$ cat config.mk
export PLATFORM = sky130hd
export DESIGN_NAME = dma_read_top
export DESIGN_NICKNAME = d
export VERILOG_FILES = /design/src/design/dma_mem_pkg.sv /design/src/design/dma_cfg_pkg.sv /design/src/design/dma_regs.sv /design/src/design/dma_fetch_ctrl.sv /design/src/design/dma_read_fifo.sv /design/src/design/dma_read_top.sv
export VERILOG_INCLUDE_DIRS = /design/src /design/src/design
export SDC_FILE = /design/constraint.sdc
export NUM_CORES = 1
export LEC_CHECK = 0
export ABC_CLOCK_PERIOD_IN_PS = 4400
export BUFFER_PORTS_ARGS = -buffer_cell sky130_fd_sc_hd__buf_2
export CAP_MARGIN = 10
export CORE_MARGIN = 2
export CORE_UTILIZATION = 55
export DETAILED_ROUTE_END_ITERATION = 10
export PLACE_DENSITY = 0.74
export SLEW_MARGIN = 20
export SYNTH_ARGS = -nofsm -noshare
export SYNTH_HDL_FRONTEND = slang
export SYNTH_SLANG_ARGS = --single-unit
$ cat constraint.sdc
create_clock -name clk -period 4.4 [get_ports clk]
set_input_delay 0.22 -clock clk [delete_from_list [all_inputs] [get_ports clk]]
set_output_delay 0.22 -clock clk [all_outputs]
set_load 0.02 [all_outputs]
$ cat src/design/dma_params.svh
`ifndef DMA_PARAMS_SVH
`define DMA_PARAMS_SVH

// Response FIFO depth in 64-bit words, power of two
`define DMA_FIFO_DEPTH 16

// Longest burst per memory request
`define DMA_BURST_BEATS 4

// Outstanding memory requests allowed
`define DMA_MEM_CREDITS 2

// APB register byte offsets
`define DMA_REG_SRC  4'h0
`define DMA_REG_LEN  4'h4
`define DMA_REG_CTRL 4'h8
`define DMA_REG_STAT 4'hC

`define DMA_RESET_LEN 16'd256 // Words

`endif

$ cat src/design/dma_mem_pkg.sv
package dma_mem_pkg;

	// Byte address on the memory port, always 8-byte aligned
	typedef logic [31:0] mem_addr_t;

	// Beats in one burst, 1 to 4
	typedef logic [2:0] mem_len_t;

	typedef logic [63:0] mem_data_t;

	// Read request, one per credit
	typedef struct packed {
		mem_addr_t addr;
		mem_len_t  len;
	} mem_req_t;

	// One returned beat
	typedef struct packed {
		mem_data_t data;
	} mem_rsp_t;

endpackage

$ cat src/design/dma_cfg_pkg.sv
package dma_cfg_pkg;

	// APB byte offset
	typedef logic [3:0] reg_addr_t;

	// Transfer length in 64-bit words
	typedef logic [15:0] word_count_t;

	// Handed from the register block to the sequencer with start
	typedef struct packed {
		dma_mem_pkg::mem_addr_t src;
		word_count_t            len;
	} dma_cfg_t;

	// Sequencer states
	typedef enum logic [1:0] {
		IDLE  = 2'd0,
		ISSUE = 2'd1,
		DRAIN = 2'd2 // All words requested, waiting for credits
	} fetch_state_t;

endpackage

$ cat src/design/dma_regs.sv
`timescale 1ns/1ps
`include "dma_params.svh"

module dma_regs (
	input  logic                   clk,
	input  logic                   reset,
	input  logic                   psel,
	input  logic                   penable,
	input  logic                   pwrite,
	input  dma_cfg_pkg::reg_addr_t paddr,
	input  logic [31:0]            pwdata,
	output logic [31:0]            prdata,
	input  logic                   last_pop,
	output logic                   start,
	output dma_cfg_pkg::dma_cfg_t  cfg
);
	import dma_mem_pkg::*;
	import dma_cfg_pkg::*;

	mem_addr_t   src_q;
	word_count_t len_q;
	logic        busy;
	logic        wr_access;
	logic        start_wr;
	logic        start_ok;
	mem_addr_t   src_aligned;

	// Access phase write
	assign wr_access = psel & penable & pwrite;

	assign start_wr = wr_access && (paddr == `DMA_REG_CTRL) && pwdata[0];

	// Drop starts while busy or with nothing to move
	assign start_ok = start_wr && !busy && (len_q != '0);

	assign src_aligned = {src_q[31:3], 3'b000}; // Word aligned source

	always_ff @(posedge clk) begin
		if (reset) begin
			src_q <= '0;
			len_q <= `DMA_RESET_LEN;
		end else if (wr_access) begin
			case (paddr)
				`DMA_REG_SRC: src_q <= pwdata;
				`DMA_REG_LEN: len_q <= pwdata[15:0];
				default: ;
			endcase
		end
	end

	always_ff @(posedge clk) begin
		if (reset) begin
			start <= 1'b0;
			busy  <= 1'b0;
		end else begin
			start <= start_ok; // One cycle pulse
			if (start_ok)
				busy <= 1'b1;
			else if (last_pop)
				busy <= 1'b0; // Final word has left the FIFO
		end
	end

	// Read mux, valid whenever paddr is stable
	always_comb begin
		case (paddr)
			`DMA_REG_SRC:  prdata = src_aligned;
			`DMA_REG_LEN:  prdata = {16'h0000, len_q};
			`DMA_REG_STAT: prdata = {31'h0, busy};
			default:       prdata = '0; // CTRL start bit reads back 0
		endcase
	end

	// Registers hold still during a transfer, so cfg is steady at start
	assign cfg = '{src: src_aligned, len: len_q};

endmodule

$ cat src/design/dma_fetch_ctrl.sv
`timescale 1ns/1ps
`include "dma_params.svh"

module dma_fetch_ctrl (
	input  logic                  clk,
	input  logic                  reset,
	input  logic                  start,
	input  dma_cfg_pkg::dma_cfg_t cfg,
	input  logic                  pop,
	output logic                  mem_req_valid,
	output dma_mem_pkg::mem_req_t mem_req,
	input  logic                  mem_credit
);
	import dma_mem_pkg::*;
	import dma_cfg_pkg::*;

	localparam int DEPTH   = `DMA_FIFO_DEPTH;
	localparam int BURST   = `DMA_BURST_BEATS;
	localparam int CREDITS = `DMA_MEM_CREDITS;
	localparam int CRED_W  = $clog2(CREDITS + 1);
	localparam int RSV_W   = $clog2(DEPTH + 1);

	fetch_state_t      state;
	mem_addr_t         next_addr;
	word_count_t       words_left; // Words not yet requested
	logic [CRED_W-1:0] credits;
	logic [RSV_W-1:0]  reserved;   // Requested but not yet popped
	logic [RSV_W-1:0]  space;
	mem_len_t          burst_len;
	logic              issue;
	logic              last_burst;

	// Full bursts, then the remainder
	always_comb begin
		if (words_left >= word_count_t'(BURST))
			burst_len = mem_len_t'(BURST);
		else
			burst_len = mem_len_t'(words_left);
	end

	// FIFO room left after every outstanding beat lands
	assign space = RSV_W'(DEPTH) - reserved;

	assign issue = (state == ISSUE) && (credits != '0) &&
		(space >= RSV_W'(burst_len));

	assign last_burst = (words_left == word_count_t'(burst_len));

	assign mem_req_valid = issue;
	assign mem_req       = '{addr: next_addr, len: burst_len};

	always_ff @(posedge clk) begin
		if (reset) begin
			state <= IDLE;
		end else begin
			case (state)
				IDLE: begin
					if (start)
						state <= ISSUE;
				end
				ISSUE: begin
					if (issue && last_burst)
						state <= DRAIN;
				end
				DRAIN: begin
					// Every credit back means every beat has arrived
					if (credits == CRED_W'(CREDITS))
						state <= IDLE;
				end
				default: state <= IDLE;
			endcase
		end
	end

	always_ff @(posedge clk) begin
		if (reset) begin
			words_left <= '0;
		end else if (state == IDLE && start) begin
			words_left <= cfg.len;
		end else if (issue) begin
			words_left <= words_left - word_count_t'(burst_len);
		end
	end

	// Eight bytes per beat
	always_ff @(posedge clk) begin
		if (state == IDLE && start)
			next_addr <= cfg.src;
		else if (issue)
			next_addr <= next_addr + mem_addr_t'({burst_len, 3'b000});
	end

	always_ff @(posedge clk) begin
		if (reset) begin
			credits  <= CRED_W'(CREDITS);
			reserved <= '0;
		end else begin
			credits  <= credits - CRED_W'(issue) + CRED_W'(mem_credit);
			reserved <= reserved + (issue ? RSV_W'(burst_len) : RSV_W'(0)) - RSV_W'(pop);
		end
	end

endmodule

$ cat src/design/dma_read_fifo.sv
`timescale 1ns/1ps
`include "dma_params.svh"

module dma_read_fifo (
	input  logic                     clk,
	input  logic                     reset,
	input  logic                     rsp_valid,
	input  dma_mem_pkg::mem_rsp_t    rsp,
	input  logic                     request,
	output dma_mem_pkg::mem_data_t   data,
	output logic                     data_ready,
	output logic                     pop,
	input  logic                     start,
	input  dma_cfg_pkg::word_count_t cfg_len,
	output logic                     last_pop
);
	import dma_mem_pkg::*;
	import dma_cfg_pkg::*;

	localparam int DEPTH = `DMA_FIFO_DEPTH;
	localparam int PTR_W = $clog2(DEPTH);
	localparam int CNT_W = $clog2(DEPTH + 1);

	mem_data_t        mem [DEPTH];
	logic [PTR_W-1:0] wr_ptr; // Wraps on its own, depth is a power of two
	logic [PTR_W-1:0] rd_ptr;
	logic [CNT_W-1:0] count;
	word_count_t      total_len;
	word_count_t      delivered;

	assign pop = request && (count != '0); // Empty requests are dropped

	always_ff @(posedge clk) begin
		if (rsp_valid)
			mem[wr_ptr] <= rsp.data;
		if (pop)
			data <= mem[rd_ptr]; // Word shows one cycle after request
	end

	always_ff @(posedge clk) begin
		if (reset) begin
			wr_ptr     <= '0;
			rd_ptr     <= '0;
			count      <= '0;
			data_ready <= 1'b0;
		end else begin
			if (rsp_valid)
				wr_ptr <= wr_ptr + 1'b1;
			if (pop)
				rd_ptr <= rd_ptr + 1'b1;
			count      <= count + CNT_W'(rsp_valid) - CNT_W'(pop);
			data_ready <= pop;
		end
	end

	// Delivered words of the current transfer
	always_ff @(posedge clk) begin
		if (reset) begin
			total_len <= '0;
			delivered <= '0;
			last_pop  <= 1'b0;
		end else begin
			last_pop <= pop && (word_count_t'(delivered + 1'b1) == total_len);
			if (start) begin
				total_len <= cfg_len;
				delivered <= '0;
			end else if (pop) begin
				delivered <= delivered + 1'b1;
			end
		end
	end

endmodule

$ cat src/design/dma_read_top.sv
`timescale 1ns/1ps

module dma_read_top (
	input  logic                   clk,
	input  logic                   reset,
	input  logic                   psel,
	input  logic                   penable,
	input  logic                   pwrite,
	input  dma_cfg_pkg::reg_addr_t paddr,
	input  logic [31:0]            pwdata,
	output logic [31:0]            prdata,
	output logic                   mem_req_valid,
	output dma_mem_pkg::mem_req_t  mem_req,
	input  logic                   mem_credit,
	input  logic                   mem_rsp_valid,
	input  dma_mem_pkg::mem_rsp_t  mem_rsp,
	input  logic                   request,
	output dma_mem_pkg::mem_data_t data,
	output logic                   data_ready
);
	import dma_cfg_pkg::*;

	logic     start;
	dma_cfg_t cfg;
	logic     pop;
	logic     last_pop;

	dma_regs u_regs (
		.clk      (clk),
		.reset    (reset),
		.psel     (psel),
		.penable  (penable),
		.pwrite   (pwrite),
		.paddr    (paddr),
		.pwdata   (pwdata),
		.prdata   (prdata),
		.last_pop (last_pop),
		.start    (start),
		.cfg      (cfg)
	);

	dma_fetch_ctrl u_fetch (
		.clk           (clk),
		.reset         (reset),
		.start         (start),
		.cfg           (cfg),
		.pop           (pop),      // Frees reserved FIFO space
		.mem_req_valid (mem_req_valid),
		.mem_req       (mem_req),
		.mem_credit    (mem_credit)
	);

	dma_read_fifo u_fifo (
		.clk        (clk),
		.reset      (reset),
		.rsp_valid  (mem_rsp_valid),
		.rsp        (mem_rsp),
		.request    (request),
		.data       (data),
		.data_ready (data_ready),
		.pop        (pop),
		.start      (start),
		.cfg_len    (cfg.len),
		.last_pop   (last_pop)
	);

endmodule

==> results.toml, run 1 <==
[cts]
numCtsBuffers = 118
clk_latency_ns = 0.70
htree_levels = 3
cts.sinks = 1236
postCtsSetupBuffers = 0
cts_tree = "done"
root_buffer = "clkbuf_16"
cts_buffer_depth = 3
clkTransAtPathRegs_ns = 0.06

[routing]
avgViaCountPerCell = 6.15
vias = 25100
totalWireLength_um = 112000
dr.pass1.iters = 6
dr.first_iter.drc_count = 2750
wl_per_cell_um = 27.4
ant_nets = 0
drc = 0

[floorplan]
io_pins = 241
die_h_um = 300
die_area_sq_um = 90000
initial_utilization_pct = 55.6
chipWidth_um = 300
std_cell_rows = 108
core_area_sq_um = 86800

[setup_path]
worstSetupPathType = "reg -> reg"
critPathArrivalTime_ns = 4.68
required_ns = 4.93
rr_worst_depth = 18
critPathLaunchType = "register"
startpoint = "u_fetch.words_left[6]"
r2r-start = "u_fetch.words_left[6]"
endpoint_kind = "register"
cp_max_fo = 16

[logic_synthesis]
synthCells = 2419
synthTopCellsByArea = "edfxtp_1 (70%), mux4_2 (15%), dfxtp_1 (4.9%)"
synth.avg_cell_area_sq_um = 19.9
synth_most_common_cell = "edfxtp_1"
seq_area_frac_synth_pct = 74.5
ys_ff_latch = 1236
netlist_area_sq_um = 48200
synth_top_area_cell = "edfxtp_1"
synth_async_sr_flop_share_pct = 0
yosys.cell_types.count = 67
synth-edff-count = 1117
synthFlopType = "edfxtp_1"
yosysWarnings = 0
synth_top_area_share_pct = 69.6
synth.top_cells.by_count = "edfxtp_1 (1,117), mux4_2 (320), nand2_1 (135)"

[grt]
overflow = 0
grt_pass1_vias = 25900
grt_pass1_wl_um = 167000
antenna_found_initial = 7
grt_max_degree = 63
grtUsageTotal_pct = 25.1

[place]
globalplace.congestion = 0.912
hpwl_um = 61000
io_buffers = 237

[layout]
layout.nets = 2965
fill_cells = 5712
area_delta_synth_final_pct = 16.0
drive_gt1_share_pct = 28.5

[worst_hold_path]
hold_depth = 3
min_from = "paddr[3]"
hp-class = "in -> reg"

[power]
peakVddDrop_uv = 411
leakagePower_nw = 18.1
p_total_mw = 28.3
p_per_area_nw_per_um2 = 506

[timing]
setup_viol = 0
max_slew_margin_pct = 27.9
finalHoldViolations = 0
rsz0062_at_grt = "false"
tns_ns = 0
finClkSkew_ns = 0.0329
post-route-min-period_ns = 4.15
max_freq_ghz = 0.241
post-route-period-util_pct = 94.2
tightest_slew_ns = 1.08
report.final.slew_viol_count = 0

[job]
drv_cap = 0

[outcome]
status = "finished, final reports clean"
==> per-stage QoR <==
step | hold slack [ns] | worst slack (ns) | util [%] | std cells | instance area (sq um)
6_report | 0.0709 | 0.254 | 64.5 | 4077 | 55900
5_1_grt | 0.0514 | 0.0159 | 64.5 | 4074 | 55900
4_1_cts | 0.0422 | 0.156 | 64.5 | 4074 | 55900
3_3_place_gp | 0.457 | 0.250 | 58.8 | 3755 | 51000
2_1_floorplan | 0.319 | 0.0642 | - | 2421 | 48200
3_5_place_dp | 0.465 | 0.183 | 58.8 | 3755 | 51000
==> where the power goes <==
part	total [mW]	internal (mW)	switching, mW
Clock	10.2	5.87	4.32
Sequential	13.6	13.3	0.307
Combinational	4.49	2.27	2.22
Total	28.3	21.4	6.85
==> area by class of cell <==
| cell class | count | area, sq um | area share (%) |
|---|---|---|---|
| clock buffers | 147 | 3130 | 5.60 |
| diodes | 3 | 7.51 | 0.0134 |
| inverters | 39 | 149 | 0.266 |
| multi-input cells | 1025 | 11700 | 20.9 |
| well taps | 1155 | 1450 | 2.58 |
| clock inverters | 67 | 768 | 1.37 |
| repair buffers | 405 | 2840 | 5.07 |
| flip-flops and latches | 1236 | 35900 | 64.2 |
==> cell usage in the layout, fill, tap and decap left out, types with 41 or more instances in the layout <==
cell type	synthesis	layout
nor2_1	97	97
dlygate4sd3_1	1	105
edfxtp_1	1117	1117
clkbuf_16	0	120
mux4_2	320	320
buf_2	27	236
nand2_1	135	135
xor2_1	41	41
buf_4	4	54
a21oi_1	58	58
dfxtp_1	119	115
xnor2_1	44	44
==> flip-flops by register name, indices dropped and copies added, names as in the netlist, 5 cells and up <==
| name | count |
|---|---|
| u_fetch.words_left | 16 |
| u_fetch.reserved | 5 |
| u_fifo.mem | 1024 |
| u_fifo.total_len | 16 |
| u_fifo.count | 5 |
| u_fifo.data | 64 |
| u_fifo.delivered | 16 |
| u_regs.src_q | 29 |
| u_regs.len_q | 16 |
| u_fetch.next_addr | 29 |
==> cell families (layout without fill, tap and decap cells) <==
kind of cell             Yosys count  count (layout)  synth area share, %
XOR/XNOR                          85              85                 1.54
flip-flops                      1236            1236                 74.5
adder cells (fa/ha/maj)           32              32                0.877
AO/OA/AOI/OAI                    153             153                 2.00
multiplexers                     356             356                 15.7
other                              2               7               0.0156
AND/OR/NAND/NOR                  395             395                 3.92
buffers and inverters            160             658                 1.43
==> critical path, cell delays in order, from the launching register on <==
cell,delay (ns)
dfxtp_1,0.37
or4_1,0.61
nor3_2,0.25
and3_2,0.26
ha_1,0.23
nand2b_1,0.14
a21o_1,0.19
a221o_2,0.41
nand2_2,0.11
inv_2,0.04
buf_4,0.19
nand2_1,0.08
ha_1,0.12
inv_1,0.06
fa_1,0.41
a21o_1,0.20
a21oi_1,0.17
xnor2_1,0.13
nor2_1,0.05
==> per-layer routing <==
metal  global-route usage (%)  up-vias  routed length (um)  share of wire [%]
li1                         -    10600                   -                  -
met4                     5.87        8                2340                2.1
met5                        0        -                  52              0.047
met2                     43.0     1208               57100                 51
met3                     4.23      193                8510                7.6
met1                     34.2    13100               43500                 39
==> timing repair <==
| action | 4_1_cts | 5_1_grt |
|---|---|---|
| endpoints found under the setup margin | 0 | 2 |
| endpoints found under the hold margin | 1101 | 0 |
| gates resized for setup | 0 | 2 |
| hold buffers | 105 | 0 |
==> path summary, 6_finish.rpt <==
path                         endpoint  slack (ns)
setup reg to reg  u_fetch.reserved[4]        0.25
hold / removal           u_regs.start        0.07
hold reg to reg      u_regs.src_q[18]        0.47
setup / recovery  u_fetch.reserved[4]        0.25
Note: power is estimated with default switching activity, not from simulation.
==> inputs of run 2 (changes only) <==
Settings changed: SYNTH_HIERARCHICAL set to 1.
==> run 2 against run 1 <==
The run now ends with DRC left. Global-route usage decreased by 1.1 points. Worst hold slack improved by 0.029 ns. Clock-buffer cell count increased by 15. Area after synthesis increased by 1.1%. Worst setup slack improved by 0.00066 ns. Wire length decreased by 2.6%. Non-clock buffer count decreased by 1. Sequential power about the same. Combinational power about the same. Register-to-register slack about the same. Critical endpoint is now u_fetch/reserved[4]. Highest routed layer unchanged.
==> results.toml, run 2 <==
[grt]
grt_max_degree = 82
grt_pass1_wl_um = 161000
overflow = 0
antenna_found_initial = 8
grtUsageTotal_pct = 24.0
grt_pass1_vias = 25500

[layout]
postLayoutCellArea_sq_um = 56200
reg_top3 = "u_fifo/mem x1024, u_fifo/data x64, u_fetch/next_addr x32"
top_register = "u_fifo/mem"
largest_register_ffs = 1024
mostFrequentLayoutCells = "edfxtp_1 (1,120), mux4_2 (320), buf_2 (239)"
area_delta_synth_final_pct = 15.3
layout_commonest_cell = "edfxtp_1"
layout.nets = 2960
drive_gt1_share_pct = 28.4
utilization_pct = 63.8

[routing]
dr.first_iter.drc_count = 2597
dr.pass1.iters = 9
wl_per_cell_um = 26.6
avgViaCountPerCell = 6.17
vias = 25200
ant_nets = 0
totalWireLength_um = 109000
drc = 2

[setup_path]
endpoint_kind = "register"
critPathArrivalTime_ns = 4.68
crit_slowest_cell = "fa_1"
worstSetupPathType = "reg -> reg"
required_ns = 4.94
cp_max_fo = 13
worstPathCellList = "nor4_4, and2_4, nor2b_2, and2_2, ha_1, nand2b_1, a21o_1, a2111oi_4, or2_4, inv_4, nand2_1, ha_1, inv_1, ha_1, inv_1, fa_1, inv_1, a21o_1, a21oi_1, xnor2_1, nor2_1"
cp_top_family = "simple AND/OR/NAND/NOR gates"
critPathLaunchType = "register"
crit_path_max_incr_delay_ns = 0.41
path_buf_inv = 4

[logic_synthesis]
netlist_area_sq_um = 48700
synthTopCellsByArea = "edfxtp_1 (69%), mux4_2 (15%), dfxtp_1 (4.9%)"
synth_most_common_cell = "edfxtp_1"
synth.top_cells.by_count = "edfxtp_1 (1,120), mux4_2 (320), dfxtp_1 (119)"
synth-edff-count = 1120
synth_top_area_cell = "edfxtp_1"
synth_async_sr_flop_share_pct = 0
synth.avg_cell_area_sq_um = 20.1
synthCells = 2426
yosys.cell_types.count = 73
synthFlopType = "edfxtp_1"
synth_top_area_share_pct = 69.0
yosysWarnings = 6
seq_area_frac_synth_pct = 73.9
ys_ff_latch = 1239

[place]
hpwl_um = 59500
place_area_sq_um = 51500
io_buffers = 240
globalplace.congestion = 0.841

[timing]
post-route-period-util_pct = 94.2
tightest_slew_ns = 1.01
setup_viol = 0
finalHoldViolations = 0
report.final.slew_viol_count = 0
post-route-min-period_ns = 4.15
max_freq_ghz = 0.241
max_slew_margin_pct = 32.6
finClkSkew_ns = 0.0207

[floorplan]
die_area_sq_um = 91000
initial_utilization_pct = 55.3
die_h_um = 302
chipWidth_um = 302
io_pins = 241
core_area_sq_um = 88100
std_cell_rows = 109

[power]
p_per_area_nw_per_um2 = 492
leakagePower_nw = 18.2
peakVddDrop_uv = 478
p_total_mw = 27.6

[cts]
numCtsBuffers = 117
clkTransAtPathRegs_ns = 0.06
root_buffer = "clkbuf_16"
clk_latency_ns = 0.67
htree_levels = 3
cts_buffer_depth = 3
cts.sinks = 1239
cts_tree = "done"

[worst_hold_path]
hp-class = "in -> reg"

[job]
drv_cap = 0

[outcome]
violations = "DRC"
status = "complete, but fails checks"
-- run 2: layer usage --
| layer | part of all wire [%] | GRT usage [%] | vias to the layer above |
|---|---|---|---|
| met5 | 0.073 | 0 | - |
| met1 | 40 | 33.3 | 13100 |
| met2 | 50 | 40.1 | 1242 |
| met4 | 2.0 | 6.08 | 12 |
| met3 | 8.1 | 4.03 | 185 |
| li1 | - | - | 10600 |
-- run 2: worst paths after layout --
check | start | to | slack (ns) | cells past startpoint
min | request | u_fifo/data_ready | 0.1 | 4
max reg2reg | u_fetch/words_left[8] | u_fetch/reserved[4] | 0.25 | 21
max | u_fetch/words_left[8] | u_fetch/reserved[4] | 0.25 | 21
min reg2reg | u_regs/src_q[3] | u_regs/src_q[3] | 0.49 | 2
-- run 2: kinds of logic after synthesis --
logic type      synth area share [%]
compound gates                  2.22
xor+xnor                        1.46
fa+ha+maj                      0.868
buf+inv                         1.57
flops                           73.9
mux                             15.8
other cells                   0.0154
simple gates                    4.21
-- run 2: repair_timing --
action | CTS | global route
endpoints found under the setup margin | 1 | 3
resized for setup | 1 | 8
hold endpoints to repair | 1085 | 0
pin swaps | 0 | 2
hold buffers | 107 | 0
buffers inserted | 0 | 1
-- run 2: power by group --
| part | switching, mW | leakage (nW) | internal [mW] |
|---|---|---|---|
| logic | 2.21 | 5.38 | 2.29 |
| clock network | 4.07 | 1.74 | 5.41 |
| registers | 0.320 | 11.1 | 13.3 |
-- run 2: layout make-up --
| cell class | count | area, sq um |
|---|---|---|
| Tap cell | 1165 | 1460 |
| Multi-Input combinational cell | 1024 | 12100 |
| Fill cell | 5831 | 31900 |
| Clock buffer | 162 | 3140 |
| Antenna cell | 3 | 7.51 |
| Clock inverter | 51 | 437 |
| Timing Repair Buffer | 404 | 2920 |
| Inverter | 34 | 133 |
| Sequential cell | 1239 | 36000 |
-- run 2: worst reg2reg max path, cell delays in order (launching register included) --
cell and delay [ns]:
dfxtp_1 0.38, nor4_4 0.33, and2_4 0.22, nor2b_2 0.17, and2_2 0.20, ha_1 0.23, nand2b_1 0.14, a21o_1 0.21
a2111oi_4 0.38, or2_4 0.21, inv_4 0.08, nand2_1 0.08, ha_1 0.22, inv_1 0.07, ha_1 0.17, inv_1 0.06
fa_1 0.41, inv_1 0.08, a21o_1 0.11, a21oi_1 0.07, xnor2_1 0.15, nor2_1 0.05
-- run 2: per-stage QoR --
step | TNS [ns] | worst slack [ns] | std cells | hold WS [ns]
floorplan | 0 | 0.0618 | 2428 | 0.292
finish | 0 | 0.255 | 4082 | 0.0996
global route | -0.0304 | -0.0304 | 4081 | 0.129
CTS | 0 | 0.0631 | 4078 | 0.0948
global placement | 0 | 0.159 | 3758 | 0.458
detailed placement | -0.000597 | -0.000597 | 3758 | 0.483
